===== config.mk =====
export PLATFORM = sky130hd
export DESIGN_NAME = packet_merger_top
export DESIGN_NICKNAME = d
export VERILOG_FILES = /design/src/hdl/flit_pkg.sv /design/src/hdl/merge_cfg_pkg.sv /design/src/hdl/beat_if.sv /design/src/hdl/lane_if.sv /design/src/hdl/credit_egress.sv /design/src/hdl/lane_ingress.sv /design/src/hdl/packet_fanin_arbiter.sv /design/src/hdl/packet_merger_top.sv
export SDC_FILE = /design/constraint.sdc
export NUM_CORES = 1
export LEC_CHECK = 0
export BUFFER_PORTS_ARGS = -buffer_cell sky130_fd_sc_hd__clkbuf_2
export CAP_MARGIN = 40
export CORE_AREA = 2 2 237 239
export DETAILED_ROUTE_END_ITERATION = 12
export DIE_AREA = 0 0 239 241
export PLACE_DENSITY = 0.66
export SYNTH_ARGS = -nofsm -noshare
export SYNTH_HDL_FRONTEND = slang
export SYNTH_SLANG_ARGS = --single-unit

===== constraint.sdc =====
create_clock -name clk -period 3.04 [get_ports clk]
set_input_delay 0.456 -clock clk [delete_from_list [all_inputs] [get_ports clk]]
set_output_delay 0.456 -clock clk [all_outputs]
set_load 0.01 [all_outputs]

===== src/hdl/flit_pkg.sv =====
package flit_pkg;

  ////////////////////
  // beat layout
  ////////////////////

  localparam int BEAT_W = 32;

  // source lane field, top nibble of the header
  localparam int SRC_LANE_W = 4;

  // header view of the first beat
  typedef struct packed {
    logic [SRC_LANE_W-1:0] src_lane;
    // carried unchanged
    logic [11:0]           flow_id;
    // beat count incl header
    logic [15:0]           pkt_len;
  } hdr_t;

  // one word, two readings
  typedef union packed {
    logic [BEAT_W-1:0] raw;
    hdr_t              hdr;
  } beat_u;

endpackage


===== src/hdl/merge_cfg_pkg.sv =====
package merge_cfg_pkg;

  ////////////////////
  // source lanes
  ////////////////////

  localparam int NUM_LANES = 4;
  localparam int LANE_W = $clog2(NUM_LANES);

  // fifo depth per lane, also the initial credits of each source
  localparam int LANE_CREDITS = 4;
  localparam int LANE_PTR_W = $clog2(LANE_CREDITS);

  ////////////////////
  // downstream credits
  ////////////////////

  localparam int OUT_CREDIT_MAX = 8;
  // room for the full count, not just max-1
  localparam int OUT_CREDIT_W = $clog2(OUT_CREDIT_MAX + 1);

endpackage


===== src/hdl/beat_if.sv =====
`timescale 1ns/1ps

interface beat_if import flit_pkg::*; ();

  // merged beat, valid/ready handshake
  logic              valid;
  logic [BEAT_W-1:0] data;
  logic              last;

  // from the egress
  logic              ready;

  modport source (
    output valid, data, last,
    input  ready
  );

  modport sink (
    input  valid, data, last,
    output ready
  );

endinterface


===== src/hdl/lane_if.sv =====
`timescale 1ns/1ps

interface lane_if import merge_cfg_pkg::*, flit_pkg::*; ();

  // head of each lane fifo
  logic [NUM_LANES-1:0]             head_valid;
  logic [NUM_LANES-1:0][BEAT_W-1:0] head_data;
  logic [NUM_LANES-1:0]             head_last;

  // one-hot pop strobes back to the fifos
  logic [NUM_LANES-1:0]             pop;

  modport ingress (
    output head_valid, head_data, head_last,
    input  pop
  );

  modport arbiter (
    input  head_valid, head_data, head_last,
    output pop
  );

endinterface


===== src/hdl/credit_egress.sv =====
`timescale 1ns/1ps

module credit_egress import merge_cfg_pkg::*, flit_pkg::*; (
  input  logic              clk,
  input  logic              rst_n,
  beat_if.sink              in,
  output logic              out_valid,
  output logic [BEAT_W-1:0] out_data,
  output logic              out_last,
  input  logic              out_credit_grant
);

  logic [OUT_CREDIT_W-1:0] credits;
  logic                    hold_valid;
  logic [BEAT_W-1:0]       hold_data;
  logic                    hold_last;
  logic                    send;
  logic                    load;

  // a held beat goes out whenever a credit is there
  assign send = hold_valid && (credits != '0);
  // empty, or emptying this cycle
  assign in.ready = !hold_valid || send;
  assign load = in.valid && in.ready;

  ////////////////////
  // credit counter
  ////////////////////

  // grant and send in one cycle cancel out
  always_ff @(posedge clk or negedge rst_n) begin
    if (!rst_n) begin
      credits <= '0;
    end else begin
      case ({out_credit_grant, send})
        2'b10:   credits <= credits + 1'b1;
        2'b01:   credits <= credits - 1'b1;
        default: credits <= credits;
      endcase
    end
  end

  ////////////////////
  // beat register
  ////////////////////

  always_ff @(posedge clk or negedge rst_n) begin
    if (!rst_n) begin
      hold_valid <= 1'b0;
    end else if (load) begin
      hold_valid <= 1'b1;
    end else if (send) begin
      hold_valid <= 1'b0;
    end
  end

  always_ff @(posedge clk) begin
    if (load) begin
      hold_data <= in.data;
      hold_last <= in.last;
    end
  end

  // single cycle per beat, no sink ready
  assign out_valid = send;
  assign out_data  = hold_data;
  assign out_last  = hold_last;

  // sink granted more than it may hold
  a_grant_overflow : assert property (@(posedge clk) disable iff (!rst_n)
    out_credit_grant && !send |-> credits != OUT_CREDIT_W'(OUT_CREDIT_MAX))
    else $error("downstream credit grant beyond maximum");

endmodule


===== src/hdl/lane_ingress.sv =====
`timescale 1ns/1ps

module lane_ingress import merge_cfg_pkg::*, flit_pkg::*; (
  input  logic                             clk,
  input  logic                             rst_n,
  input  logic [NUM_LANES-1:0]             in_valid,
  input  logic [NUM_LANES-1:0][BEAT_W-1:0] in_data,
  input  logic [NUM_LANES-1:0]             in_last,
  output logic [NUM_LANES-1:0]             in_credit,
  lane_if.ingress                          lanes
);

  ////////////////////
  // per-lane fifos
  ////////////////////

  for (genvar l = 0; l < NUM_LANES; l++) begin : g_lane
    // beat plus last flag in the top bit
    logic [BEAT_W:0]       mem [LANE_CREDITS];
    logic [LANE_PTR_W-1:0] wr_ptr;
    logic [LANE_PTR_W-1:0] rd_ptr;
    logic [LANE_PTR_W:0]   count;
    logic                  full;
    logic                  wr_en;
    logic                  rd_en;

    assign full  = (count == (LANE_PTR_W + 1)'(LANE_CREDITS));
    // a full fifo drops the beat, the assertion below catches it
    assign wr_en = in_valid[l] && !full;
    assign rd_en = lanes.pop[l];

    // storage
    always_ff @(posedge clk) begin
      if (wr_en) begin
        mem[wr_ptr] <= {in_last[l], in_data[l]};
      end
    end

    // pointers wrap at depth
    always_ff @(posedge clk or negedge rst_n) begin
      if (!rst_n) begin
        wr_ptr <= '0;
        rd_ptr <= '0;
      end else begin
        if (wr_en) begin
          wr_ptr <= (wr_ptr == LANE_PTR_W'(LANE_CREDITS - 1)) ? '0 : wr_ptr + 1'b1;
        end
        if (rd_en) begin
          rd_ptr <= (rd_ptr == LANE_PTR_W'(LANE_CREDITS - 1)) ? '0 : rd_ptr + 1'b1;
        end
      end
    end

    // fill level
    always_ff @(posedge clk or negedge rst_n) begin
      if (!rst_n) begin
        count <= '0;
      end else begin
        case ({wr_en, rd_en})
          2'b10:   count <= count + 1'b1;
          2'b01:   count <= count - 1'b1;
          default: count <= count;
        endcase
      end
    end

    // head beat, visible the cycle after the write
    assign lanes.head_valid[l] = (count != '0);
    assign {lanes.head_last[l], lanes.head_data[l]} = mem[rd_ptr];

    // source sent beyond its credits
    a_no_overflow : assert property (@(posedge clk) disable iff (!rst_n)
      in_valid[l] |-> !full)
      else $error("lane %0d wrote into a full fifo", l);
  end

  ////////////////////
  // credit return
  ////////////////////

  // one pulse per popped beat, a cycle after the pop
  always_ff @(posedge clk or negedge rst_n) begin
    if (!rst_n) begin
      in_credit <= '0;
    end else begin
      in_credit <= lanes.pop;
    end
  end

endmodule


===== src/hdl/packet_fanin_arbiter.sv =====
`timescale 1ns/1ps

module packet_fanin_arbiter import merge_cfg_pkg::*, flit_pkg::*; (
  input  logic    clk,
  input  logic    rst_n,
  lane_if.arbiter lanes,
  beat_if.source  out
);

  logic              locked;
  logic [LANE_W-1:0] lock_lane;
  logic [LANE_W-1:0] pick_lane;
  logic [LANE_W-1:0] sel_lane;
  logic              sop;
  logic              can_load;
  logic              take;
  beat_u             cur;
  logic              valid_q;
  logic [BEAT_W-1:0] data_q;
  logic              last_q;

  ////////////////////
  // lane selection
  ////////////////////

  // scan downward so the lowest waiting lane wins
  always_comb begin
    pick_lane = '0;
    for (int i = NUM_LANES - 1; i >= 0; i--) begin
      if (lanes.head_valid[i]) begin
        pick_lane = LANE_W'(i);
      end
    end
  end

  // stay on the locked lane mid-packet even if it runs dry
  assign sel_lane = locked ? lock_lane : pick_lane;
  assign sop      = !locked;

  // output reg empty or draining
  assign can_load = !valid_q || out.ready;
  assign take     = can_load && lanes.head_valid[sel_lane];
  assign lanes.pop = take ? (NUM_LANES'(1) << sel_lane) : '0;

  // stamp the winning lane into the header
  always_comb begin
    cur.raw = lanes.head_data[sel_lane];
    if (sop) begin
      cur.hdr.src_lane = SRC_LANE_W'(sel_lane);
    end
  end

  // packet lock released by the popped last beat
  always_ff @(posedge clk or negedge rst_n) begin
    if (!rst_n) begin
      locked    <= 1'b0;
      lock_lane <= '0;
    end else if (take) begin
      locked    <= !lanes.head_last[sel_lane];
      lock_lane <= sel_lane;
    end
  end

  ////////////////////
  // output register
  ////////////////////

  always_ff @(posedge clk or negedge rst_n) begin
    if (!rst_n) begin
      valid_q <= 1'b0;
    end else if (take) begin
      valid_q <= 1'b1;
    end else if (out.ready) begin
      valid_q <= 1'b0;
    end
  end

  always_ff @(posedge clk) begin
    if (take) begin
      data_q <= cur.raw;
      last_q <= lanes.head_last[sel_lane];
    end
  end

  assign out.valid = valid_q;
  assign out.data  = data_q;
  assign out.last  = last_q;

endmodule


===== src/hdl/packet_merger_top.sv =====
`timescale 1ns/1ps

module packet_merger_top import merge_cfg_pkg::*, flit_pkg::*; (
  input  logic                        clk,
  input  logic                        rst_n,
  input  logic [NUM_LANES-1:0]        in_valid,
  input  logic [NUM_LANES*BEAT_W-1:0] in_data,
  input  logic [NUM_LANES-1:0]        in_last,
  output logic [NUM_LANES-1:0]        in_credit,
  output logic                        out_valid,
  output logic [BEAT_W-1:0]           out_data,
  output logic                        out_last,
  input  logic                        out_credit_grant
);

  ////////////////////
  // internal buses
  ////////////////////

  lane_if i_lane_bus ();
  beat_if i_beat_bus ();

  // fifos and credit return
  lane_ingress i_lane_ingress (
    .clk       (clk),
    .rst_n     (rst_n),
    .in_valid  (in_valid),
    .in_data   (in_data),
    .in_last   (in_last),
    .in_credit (in_credit),
    .lanes     (i_lane_bus)
  );

  // priority fan-in with packet lock
  packet_fanin_arbiter i_packet_fanin_arbiter (
    .clk   (clk),
    .rst_n (rst_n),
    .lanes (i_lane_bus),
    .out   (i_beat_bus)
  );

  // downstream credit gate
  credit_egress i_credit_egress (
    .clk              (clk),
    .rst_n            (rst_n),
    .in               (i_beat_bus),
    .out_valid        (out_valid),
    .out_data         (out_data),
    .out_last         (out_last),
    .out_credit_grant (out_credit_grant)
  );

endmodule


==> results of run 1 <==
-- flip-flops by register name, summed over array words and instances (netlist names) --
name	cells
i_packet_fanin_arbiter.out.valid	1
i_packet_fanin_arbiter.out.last	1
i_packet_fanin_arbiter.out.data	32
i_lane_ingress.g_lane.rd_ptr	8
i_packet_fanin_arbiter.locked	1
i_credit_egress.out_data	32
i_credit_egress.hold_valid	1
i_packet_fanin_arbiter.lock_lane	2
i_lane_ingress.g_lane.mem	528
i_lane_ingress.g_lane.count	12
i_lane_ingress.in_credit	4
i_credit_egress.out_last	1
i_lane_ingress.g_lane.wr_ptr	8
i_credit_egress.credits	4
-- area by class of cell --
cell class / count / area share
Sequential cell: 635 / 0.663
Multi-Input combinational cell: 459 / 0.186
Clock buffer: 79 / 0.0567
Timing Repair Buffer: 223 / 0.0505
Tap cell: 704 / 0.0310
Clock inverter: 32 / 0.00857
Inverter: 34 / 0.00448
Antenna cell: 2 / 0.000176
-- where the power goes --
part           leakage [uW]  internal (uW)  switching, uW  total [uW]
Combinational       0.00296           3760           4860        8620
Clock              0.000908           4050           3030        7070
Sequential          0.00600          12200            954       13100
-- cells by family (layout without fill, tap and decap cells) --
logic type                 Yosys count  after routing  synth area share
AOI/OAI and AO/OA                  104            104            0.0293
DFF                                635            635             0.769
and+or+nand+nor                    164            164            0.0362
other                                0              2                 0
muxes                              143            143             0.126
xor gates and xnor gates            16             16           0.00571
adders and majority gates           32             32            0.0179
buffers and inverters               91            368            0.0159
-- metal layers --
layer | track usage | vias to the layer above | wire (microns)
li1 | - | 5287 | -
met1 | 0.262 | 6234 | 22200
met2 | 0.273 | 370 | 23700
met3 | 0.0558 | 90 | 4580
met4 | 0.0557 | 26 | 1130
met5 | 0 | - | 127
-- through the flow --
stage                     std cells  worst slack, ps  instance area (sq um)   util  power [uW]
final                          2168              127                  28500  0.519       28800
after global placement         2052              241                  26500  0.484       21800
after CTS                      2166              132                  28500  0.519       29200
after global routing           2167             35.3                  28500  0.519       30300
after floorplan                1185              386                  24500      -       18700
after detailed placement       2054              143                  26600  0.484       22000
-- worst min-delay path by stage --
stage	startpoint	endpoint	slack, ps
after floorplan	rst_n	i_credit_egress.credits[0]	160
after global placement	i_packet_fanin_arbiter.out.data[18]	i_credit_egress.out_data[18]	400
after detailed placement	rst_n	i_lane_ingress.g_lane[0].rd_ptr[1]	290
after CTS	in_data[122]	i_lane_ingress.g_lane[3].mem[2][26]	20
after global routing	in_data[122]	i_lane_ingress.g_lane[3].mem[3][26]	30
final	in_data[26]	i_lane_ingress.g_lane[0].mem[0][26]	60
-- synthesized netlist by cell type (2+ instances only) --
master	instances	area, sq um
a211oi_1	34	255
a21o_1	2	15.0
a21oi_1	4	20.0
a311oi_1	2	17.5
a31oi_1	36	225
and2_1	19	119
and3_1	34	213
buf_2	23	115
buf_6	2	22.5
clkbuf_1	30	113
dfrtp_1	41	1030
edfxtp_1	594	17800
fa_1	5	100
ha_1	27	338
inv_1	34	128
mux2_1	6	67.6
mux2_2	2	22.5
mux2i_1	3	30.0
mux4_2	132	2970
nand2_1	72	270
nand3_1	6	30.0
nor2_1	11	41.3
nor3_1	2	10.0
nor4_1	2	12.5
nor4_4	3	63.8
o211ai_1	2	15.0
o21ai_0	15	75.1
o31ai_1	2	15.0
or3_1	5	31.3
or3_4	2	22.5
xnor2_1	6	52.6
xor2_1	10	87.6
-- worst register-to-register path: stages (launching register included) --
cell     delay [ps]
dfrtp_1         430
or3_4           410
a22o_4          250
a21o_2          280
nor4_4          360
ha_1            230
inv_1            70
fa_1            380
xor2_1          150
nor2_1          110
xor2_1          170
-- cells in the final DEF, fill, tap and decap left out, types with 19 or more instances in the layout --
master | Yosys | routed
dfrtp_1 | 41 | 37
clkbuf_16 | 0 | 61
edfxtp_1 | 594 | 594
nand2_1 | 72 | 72
clkinv_1 | 0 | 19
a31oi_1 | 36 | 36
buf_4 | 1 | 30
mux4_2 | 132 | 132
a211oi_1 | 34 | 34
inv_1 | 34 | 34
and3_1 | 34 | 34
ha_1 | 27 | 27
clkbuf_2 | 0 | 176
==> impl_metrics.env, run 1 <==
export IMPL_multi_input_area_sq_mm=0.00528
export IMPL_period_minus_slack_ps=2910
export IMPL_ctsResizeCount=0
export IMPL_nets=1585
export IMPL_cp_required_ps=3570
export IMPL_async_flop_share=0.0646
export IMPL_critPathMaxFanout=9
export IMPL_startpoint_type="register"
export IMPL_postRouteAntennaNets=0
export IMPL_route_vias_total=12000
export IMPL_firstDrtPassIters=5
export IMPL_power_leakage_uw=0.00987
export IMPL_rsz0062_at_grt="no"
export IMPL_slew_violations=0
export IMPL_crit_buf_inv=1
export IMPL_path_common_cell="xor2_1"
export IMPL_cpMaxStageDelayCell="dfrtp_1"
export IMPL_nFillCells=4353
export IMPL_reg2reg_depth=10
export IMPL_critPathTopFamily="simple AND/OR/NAND/NOR gates"
export IMPL_insertion_delay_ps=620
export IMPL_dieArea_sq_mm=0.0576
export IMPL_critPathKind="reg -> reg"
export IMPL_clkTransAtPathRegs_ps=60
export IMPL_std_cell_rows=86
export IMPL_regArea_sq_mm=0.0189
export IMPL_synth_seq_cells=635
export IMPL_drt_total_wl_mm=51.8
export IMPL_grt_max_degree=38
export IMPL_timing_rr_end="i_lane_ingress.g_lane[0].count[2]"
export IMPL_post_drt_wl_per_cell_microns=23.9
export IMPL_drt_iter0_markers=1192
export IMPL_arrival_ps=3440
export IMPL_numCtsBuffers=61
export IMPL_antenna_found_initial=16
export IMPL_crit_chain="or3_4, a22o_4, a21o_2, nor4_4, ha_1, inv_1, fa_1, xor2_1, nor2_1, xor2_1"
export IMPL_syn_avg_cell_area_sq_um=20.7
export IMPL_port_buffers=176
export IMPL_syn_area_sq_mm=0.0245
export IMPL_clock_path_buffers=3
export IMPL_cts_hold_buf=1
export IMPL_relSlewSlack=0.526
export IMPL_dp_hpwl_mm=35.4
export IMPL_fin_skew_ps=17.1
export IMPL_cts_setup_buffers=0
export IMPL_fin_tns_setup_ps=0
export IMPL_syn_nets=1356
export IMPL_crit_path_start="i_lane_ingress.g_lane[1].count[0]"
export IMPL_layout_area_overhead_vs_synth_pct=16.0
export IMPL_cp_end_kind="register"
export IMPL_grt_pass1_wl_mm=77.6
export IMPL_period_share=0.958
export IMPL_cp_depth=10
export IMPL_hold_path_class="in -> reg"
export IMPL_drive_above_1_share=0.312
export IMPL_fp_coreArea_sq_mm=0.0549
export IMPL_hold_slack_ps=56.8
export IMPL_die_x_microns=239
export IMPL_worstReg2RegStart="i_lane_ingress.g_lane[1].count[0]"
export IMPL_num_io_pins=177
export IMPL_cp_slowest_stage_delay_ps=430
export IMPL_vdd_drop_max_mv=0.501
export IMPL_synth_seq_area_share=0.769
export IMPL_tightestPinTransition_ps=707
export IMPL_die_h_microns=241
export IMPL_reg2reg_setup_slack_ps=130
export IMPL_ys_types=49
export IMPL_setup_viol=0
export IMPL_outcome="finished, final reports clean"
export IMPL_syn_inst=1185
export IMPL_yosysWarnings=0
export IMPL_drc_errors=0
export IMPL_synth_edff_count=594
export IMPL_cts_tree="yes"
export IMPL_routed_via_density=5.54
export IMPL_grtUsageTotal=0.183
export IMPL_hold_depth=1
export IMPL_clockRootBuffer="clkbuf_16"
export IMPL_cts_sinks=635
export IMPL_final_hold_viol_count=0
export IMPL_start_util=0.447
export IMPL_grt_remaining_overflow=0
export IMPL_first_global_vias=12200
export IMPL_critPathCapture="i_lane_ingress.g_lane[0].count[2]"
export IMPL_synth_main_ff_cell="edfxtp_1"
export IMPL_gp_congestion=0.839
export IMPL_power_density_mw_per_mm2=1010
export IMPL_cts_htree_levels=2
export IMPL_drv_cap=0
export IMPL_fmax_mhz=343
Power figures use the tool's default switching activity.
==> run 2, diff against run 1 <==
- CELL_PAD_IN_SITES_DETAIL_PLACEMENT: unset -> 1
- CELL_PAD_IN_SITES_GLOBAL_PLACEMENT: unset -> 2
- CTS_BUF_LIST: unset -> sky130_fd_sc_hd__clkbuf_8 sky130_fd_sc_hd__clkbuf_16
- PLACE_DENSITY: 0.66 -> 0.8
==> impl_metrics.env, run 2 (synthesized netlist as in run 1, its figures left out) <==
export IMPL_clkPwrFrac=0.239
export IMPL_period_minus_slack_ps=2850
export IMPL_final_util=0.516
export IMPL_drt_total_wl_mm=56.0
export IMPL_std_cell_rows=86
export IMPL_power_density_mw_per_mm2=1020
export IMPL_dp_hpwl_mm=38.4
export IMPL_hold_path_class="in -> reg"
export IMPL_crit_buf_inv=1
export IMPL_final_common_cell="edfxtp_1"
export IMPL_cts_setup_buffers=0
export IMPL_vdd_drop_max_mv=0.502
export IMPL_port_buffers=176
export IMPL_arrival_ps=3390
export IMPL_gp_congestion=0.829
export IMPL_start_util=0.447
export IMPL_routed_via_density=5.54
export IMPL_dieArea_sq_mm=0.0576
export IMPL_critPathKind="reg -> reg"
export IMPL_drv_cap=0
export IMPL_layout_area_overhead_vs_synth_pct=15.4
export IMPL_cts_sinks=635
export IMPL_antenna_found_initial=9
export IMPL_critPathMaxFanout=5
export IMPL_grt_remaining_overflow=0
export IMPL_route_vias_total=12000
export IMPL_fin_skew_ps=11.9
export IMPL_fp_coreArea_sq_mm=0.0549
export IMPL_first_global_vias=13000
export IMPL_die_x_microns=239
export IMPL_critPathTopFamily="simple AND/OR/NAND/NOR gates"
export IMPL_outcome="finished, final reports clean"
export IMPL_nFillCells=4958
export IMPL_nets=1588
export IMPL_final_hold_viol_count=0
export IMPL_drc_errors=0
export IMPL_firstDrtPassIters=5
export IMPL_fin_tns_setup_ps=0
export IMPL_top_register="i_lane_ingress.g_lane.mem"
export IMPL_post_dp_cell_area_sq_mm=0.0265
export IMPL_combinationalPowerShare=0.301
export IMPL_drive_above_1_share=0.309
export IMPL_largest_reg_flops=528
export IMPL_final_cell_mix="594 x edfxtp_1, 176 x clkbuf_2, 132 x mux4_2"
export IMPL_num_io_pins=177
export IMPL_slew_violations=0
export IMPL_grt_max_degree=53
export IMPL_clock_path_buffers=3
export IMPL_regArea_sq_mm=0.0189
export IMPL_relSlewSlack=0.420
export IMPL_die_h_microns=241
export IMPL_crit_chain="or3_4, a22o_4, a21o_2, nor4_4, ha_1, inv_1, fa_1, xor2_1, nor2_1, xor2_1"
export IMPL_post_drt_wl_per_cell_microns=25.7
export IMPL_setup_viol=0
export IMPL_cts_htree_levels=2
export IMPL_grt_pass1_wl_mm=85.0
export IMPL_cp_end_kind="register"
export IMPL_cp_required_ps=3580
export IMPL_cpMaxStageDelayCell="dfrtp_1"
export IMPL_power_leakage_uw=0.00993
export IMPL_startpoint_type="register"
export IMPL_clkTransAtPathRegs_ps=60
export IMPL_postRouteAntennaNets=0
export IMPL_internal_power_uw=19700
export IMPL_grtUsageTotal=0.201
export IMPL_stdcell_area_sq_mm=0.0283
export IMPL_sw_frac_of_total=0.318
export IMPL_cts_tree="yes"
export IMPL_numCtsBuffers=61
export IMPL_cp_slowest_stage_delay_ps=430
export IMPL_period_share=0.938
export IMPL_path_common_cell="xor2_1"
export IMPL_insertion_delay_ps=620
export IMPL_rsz0062_at_grt="no"
export IMPL_multi_input_area_sq_mm=0.00528
export IMPL_tightestPinTransition_ps=870
export IMPL_seqPwrFrac=0.459
export IMPL_fmax_mhz=351
export IMPL_clockRootBuffer="clkbuf_16"
export IMPL_p_sw_uw=9190
export IMPL_drt_iter0_markers=964
run 2: cell count changes in the layout (fill, tap and decap cells not counted), sizes merged:
cell | before | now
buf | 46 | 49
bufinv | 4 | 1
clkbuf | 255 | 239
clkinv | 26 | 21
diode | 2 | 4
inv | 36 | 63
run 2: worst paths after layout:
check	from	endpoint	slack [ps]	cells after the start
min	in_data[107]	i_lane_ingress.g_lane[3].mem[0][11]	50	1
max	i_lane_ingress.g_lane[1].count[0]	i_lane_ingress.g_lane[0].count[2]	190	10
min reg2reg	i_packet_fanin_arbiter.out.data[4]	i_credit_egress.out_data[4]	410	0
max in group asynchronous	rst_n	i_lane_ingress.g_lane[2].rd_ptr[0]	2200	3
min in group asynchronous	rst_n	i_lane_ingress.in_credit[0]	320	2
max reg2reg	i_lane_ingress.g_lane[1].count[0]	i_lane_ingress.g_lane[0].count[2]	190	10
run 2: final cells by class:
| type | instances | share of cell area |
|---|---|---|
| sequential | 635 | 0.666 |
| timing repair buffer | 226 | 0.0467 |
| antenna | 4 | 0.000353 |
| inverter | 34 | 0.00451 |
| clock buffer | 63 | 0.0553 |
| tap | 704 | 0.0311 |
| clock inverter | 51 | 0.00919 |
| multi-input combinational | 459 | 0.187 |
run 2: metal layers:
metal / up-vias / global-route usage / share of wire
met3: 67 / 0.0443 / 0.055
li1: 5308 / - / -
met1: 6382 / 0.286 / 0.45
met5: - / 0 / 0.0011
met2: 282 / 0.323 / 0.48
met4: 10 / 0.0386 / 0.013
run 2: what timing repair did:
action	in CTS	in global routing
gates resized for setup	0	1
hold buffers	1	0
setup endpoints to repair	0	1
hold endpoints to repair	12	0
run 2: power by group through the flow:
| stage | sequential, uW | clock [uW] | combinational [uW] |
|---|---|---|---|
| detailed placement | 13500 | 0 | 8770 |
| global route | 13500 | 7390 | 9470 |
| global placement | 13300 | 0 | 8570 |
| finish | 13300 | 6920 | 8700 |
| CTS | 13300 | 7090 | 8850 |
| floorplan | 13000 | 0 | 5780 |
run 2: per-stage QoR:
stage          power (uW)  instances  setup slack, ps  hold WS, ps
5_1_grt             30300       2172             58.0         17.2
3_5_place_dp        22200       2057              202          407
3_3_place_gp        21900       2056              266          405
4_1_cts             29300       2172              186         2.71
2_1_floorplan       18700       1185              386          160
6_report            28900       2176              187         46.1
==> run 3, diff against run 2 <==
- CELL_PAD_IN_SITES_DETAIL_PLACEMENT: 1 -> 0
- CORE_AREA: 2 2 237 239 -> 2 2 289 291
- DIE_AREA: 0 0 239 241 -> 0 0 291 293
- PLACE_DENSITY: 0.8 -> 0.59
==> impl_metrics.env, run 3 (synthesized netlist as in run 1, its figures left out) <==
export IMPL_timing_rr_end="i_lane_ingress.g_lane[0].count[2]"
export IMPL_cp_end_kind="register"
export IMPL_seqPwrFrac=0.434
export IMPL_critPathCapture="i_lane_ingress.g_lane[0].count[2]"
export IMPL_crit_path_start="i_lane_ingress.g_lane[1].count[0]"
export IMPL_vdd_drop_max_mv=0.540
export IMPL_cp_required_ps=3560
export IMPL_die_h_microns=293
export IMPL_clkTransAtPathRegs_ps=60
export IMPL_post_dp_cell_area_sq_mm=0.0272
export IMPL_drv_cap=0
export IMPL_drt_iter0_markers=1024
export IMPL_grt_remaining_overflow=0
export IMPL_cts_sinks=635
export IMPL_top_register="i_lane_ingress.g_lane.mem"
export IMPL_gp_congestion=0.756
export IMPL_outcome="finished, final reports clean"
export IMPL_startpoint_type="register"
export IMPL_cts_setup_buffers=0
export IMPL_combinationalPowerShare=0.301
export IMPL_rsz0062_at_grt="yes"
export IMPL_nFillCells=7596
export IMPL_worstReg2RegStart="i_lane_ingress.g_lane[1].count[0]"
export IMPL_routed_via_density=4.72
export IMPL_reg2reg_depth=10
export IMPL_final_common_cell="edfxtp_1"
export IMPL_grt_pass1_wl_mm=87.4
export IMPL_p_sw_uw=9550
export IMPL_firstDrtPassIters=5
export IMPL_cpMaxStageDelayCell="dfrtp_1"
export IMPL_cts_htree_levels=3
export IMPL_cp_slowest_stage_delay_ps=420
export IMPL_antenna_found_initial=12
export IMPL_path_common_cell="xor2_1"
export IMPL_stdcell_area_sq_mm=0.0294
export IMPL_die_x_microns=291
export IMPL_slew_violations=0
export IMPL_route_vias_total=12100
export IMPL_final_cell_mix="594 x edfxtp_1, 176 x clkbuf_2, 132 x mux4_2"
export IMPL_numCtsBuffers=70
export IMPL_largest_reg_flops=528
export IMPL_postRouteAntennaNets=0
export IMPL_fp_coreArea_sq_mm=0.0818
export IMPL_nets=1606
export IMPL_clockRootBuffer="clkbuf_16"
export IMPL_reg2reg_setup_slack_ps=160
export IMPL_hold_path_class="in -> reg"
export IMPL_sw_frac_of_total=0.314
export IMPL_fmax_mhz=347
export IMPL_power_leakage_uw=0.0102
export IMPL_tightestPinTransition_ps=732
export IMPL_setup_viol=0
export IMPL_drive_above_1_share=0.334
export IMPL_power_density_mw_per_mm2=1040
export IMPL_arrival_ps=3400
export IMPL_dp_hpwl_mm=39.2
export IMPL_drt_total_wl_mm=59.3
export IMPL_first_global_vias=12500
export IMPL_fin_skew_ps=20.3
export IMPL_cts_tree="yes"
export IMPL_relSlewSlack=0.509
export IMPL_critPathKind="reg -> reg"
export IMPL_std_cell_rows=105
export IMPL_port_buffers=176
export IMPL_drc_errors=0
export IMPL_internal_power_uw=20900
export IMPL_post_drt_wl_per_cell_microns=23.2
export IMPL_period_share=0.948
export IMPL_final_hold_viol_count=0
export IMPL_clkPwrFrac=0.265
export IMPL_start_util=0.300
export IMPL_layout_area_overhead_vs_synth_pct=19.9
export IMPL_insertion_delay_ps=600
export IMPL_grt_max_degree=65
export IMPL_dieArea_sq_mm=0.0853
export IMPL_critPathMaxFanout=8
export IMPL_num_io_pins=177
export IMPL_clock_path_buffers=3
export IMPL_hold_slack_ps=68.3
export IMPL_period_minus_slack_ps=2880
export IMPL_crit_chain="or3_4, a22o_4, a21o_2, nor4_4, ha_1, inv_1, fa_1, xor2_1, nor2_1, xor2_1"
export IMPL_grtUsageTotal=0.140
-- run 3: changes by cell type in the layout (fill, tap and decap cells not counted), sizes merged --
cell,delta
inv,-11
clkinvlp,+2
clkinv,+4
clkbuf,+12
buf,+9
bufinv,+3
diode,-2
-- run 3: worst min-delay path by stage --
| stage | startpoint | endpoint | slack [ps] | cells past startpoint |
|---|---|---|---|---|
| 2_1_floorplan | rst_n | i_credit_egress.credits[0] | 160 | 0 |
| 3_3_place_gp | i_packet_fanin_arbiter.out.data[4] | i_credit_egress.out_data[4] | 400 | 0 |
| 3_5_place_dp | i_packet_fanin_arbiter.out.data[5] | i_credit_egress.out_data[5] | 410 | 0 |
| 4_1_cts | in_data[58] | i_lane_ingress.g_lane[1].mem[2][26] | 20 | 1 |
| 5_1_grt | in_data[54] | i_lane_ingress.g_lane[1].mem[3][22] | 30 | 1 |
| 6_report | in_data[20] | i_lane_ingress.g_lane[0].mem[0][20] | 70 | 1 |
-- run 3: power by group through the flow --
stage	combinational, uW	sequential [uW]	clock, uW
after CTS	9430	13300	8360
after global routing	10100	13400	8680
final	9180	13200	8070
after detailed placement	9400	13400	0
after floorplan	5780	13000	0
after global placement	9390	13400	0
-- run 3: repair_timing --
action | 4_1_cts | 5_1_grt
hold buffers | 1 | 0
endpoints found under the hold margin | 41 | 0
endpoints found under the setup margin | 0 | 1
gates resized for setup | 0 | 1
-- run 3: per-stage QoR --
stage          utilization  cells  worst slack, ps  setup TNS (ps)  total power [uW]
6_report             0.359   2559              159               0             30500
2_1_floorplan            -   1185              386               0             18700
4_1_cts              0.359   2557              140               0             31100
5_1_grt              0.359   2557            -5.19           -5.19             32200
3_5_place_dp         0.332   2432              158               0             22800
3_3_place_gp         0.332   2432              176               0             22700
-- run 3: layer usage --
| metal | GRT usage | part of all wire |
|---|---|---|
| met5 | 0 | 0.0024 |
| met4 | 0.0321 | 0.014 |
| met2 | 0.216 | 0.46 |
| met3 | 0.0403 | 0.060 |
| met1 | 0.197 | 0.46 |
-- run 3: cell type report --
cell class / count / area, sq um / share of cell area
inverters: 34 / 128 / 0.00434
clock inverters: 49 / 382 / 0.0130
well taps: 1070 / 1340 / 0.0455
repair buffers: 235 / 1550 / 0.0528
multi-input cells: 459 / 5300 / 0.180
clock buffers: 75 / 1830 / 0.0623
flip-flops and latches: 635 / 18900 / 0.642
diodes: 2 / 5.00 / 0.000170
-- run 3: critical path: cells and delay by family (launching register included) --
kind / cells / cell delay [ps]
AOI/OAI and AO/OA: 2 / 540
xor gates and xnor gates: 2 / 300
adders and majority gates: 2 / 600
buffers and inverters: 1 / 60
DFF: 1 / 420
and+or+nand+nor: 3 / 870
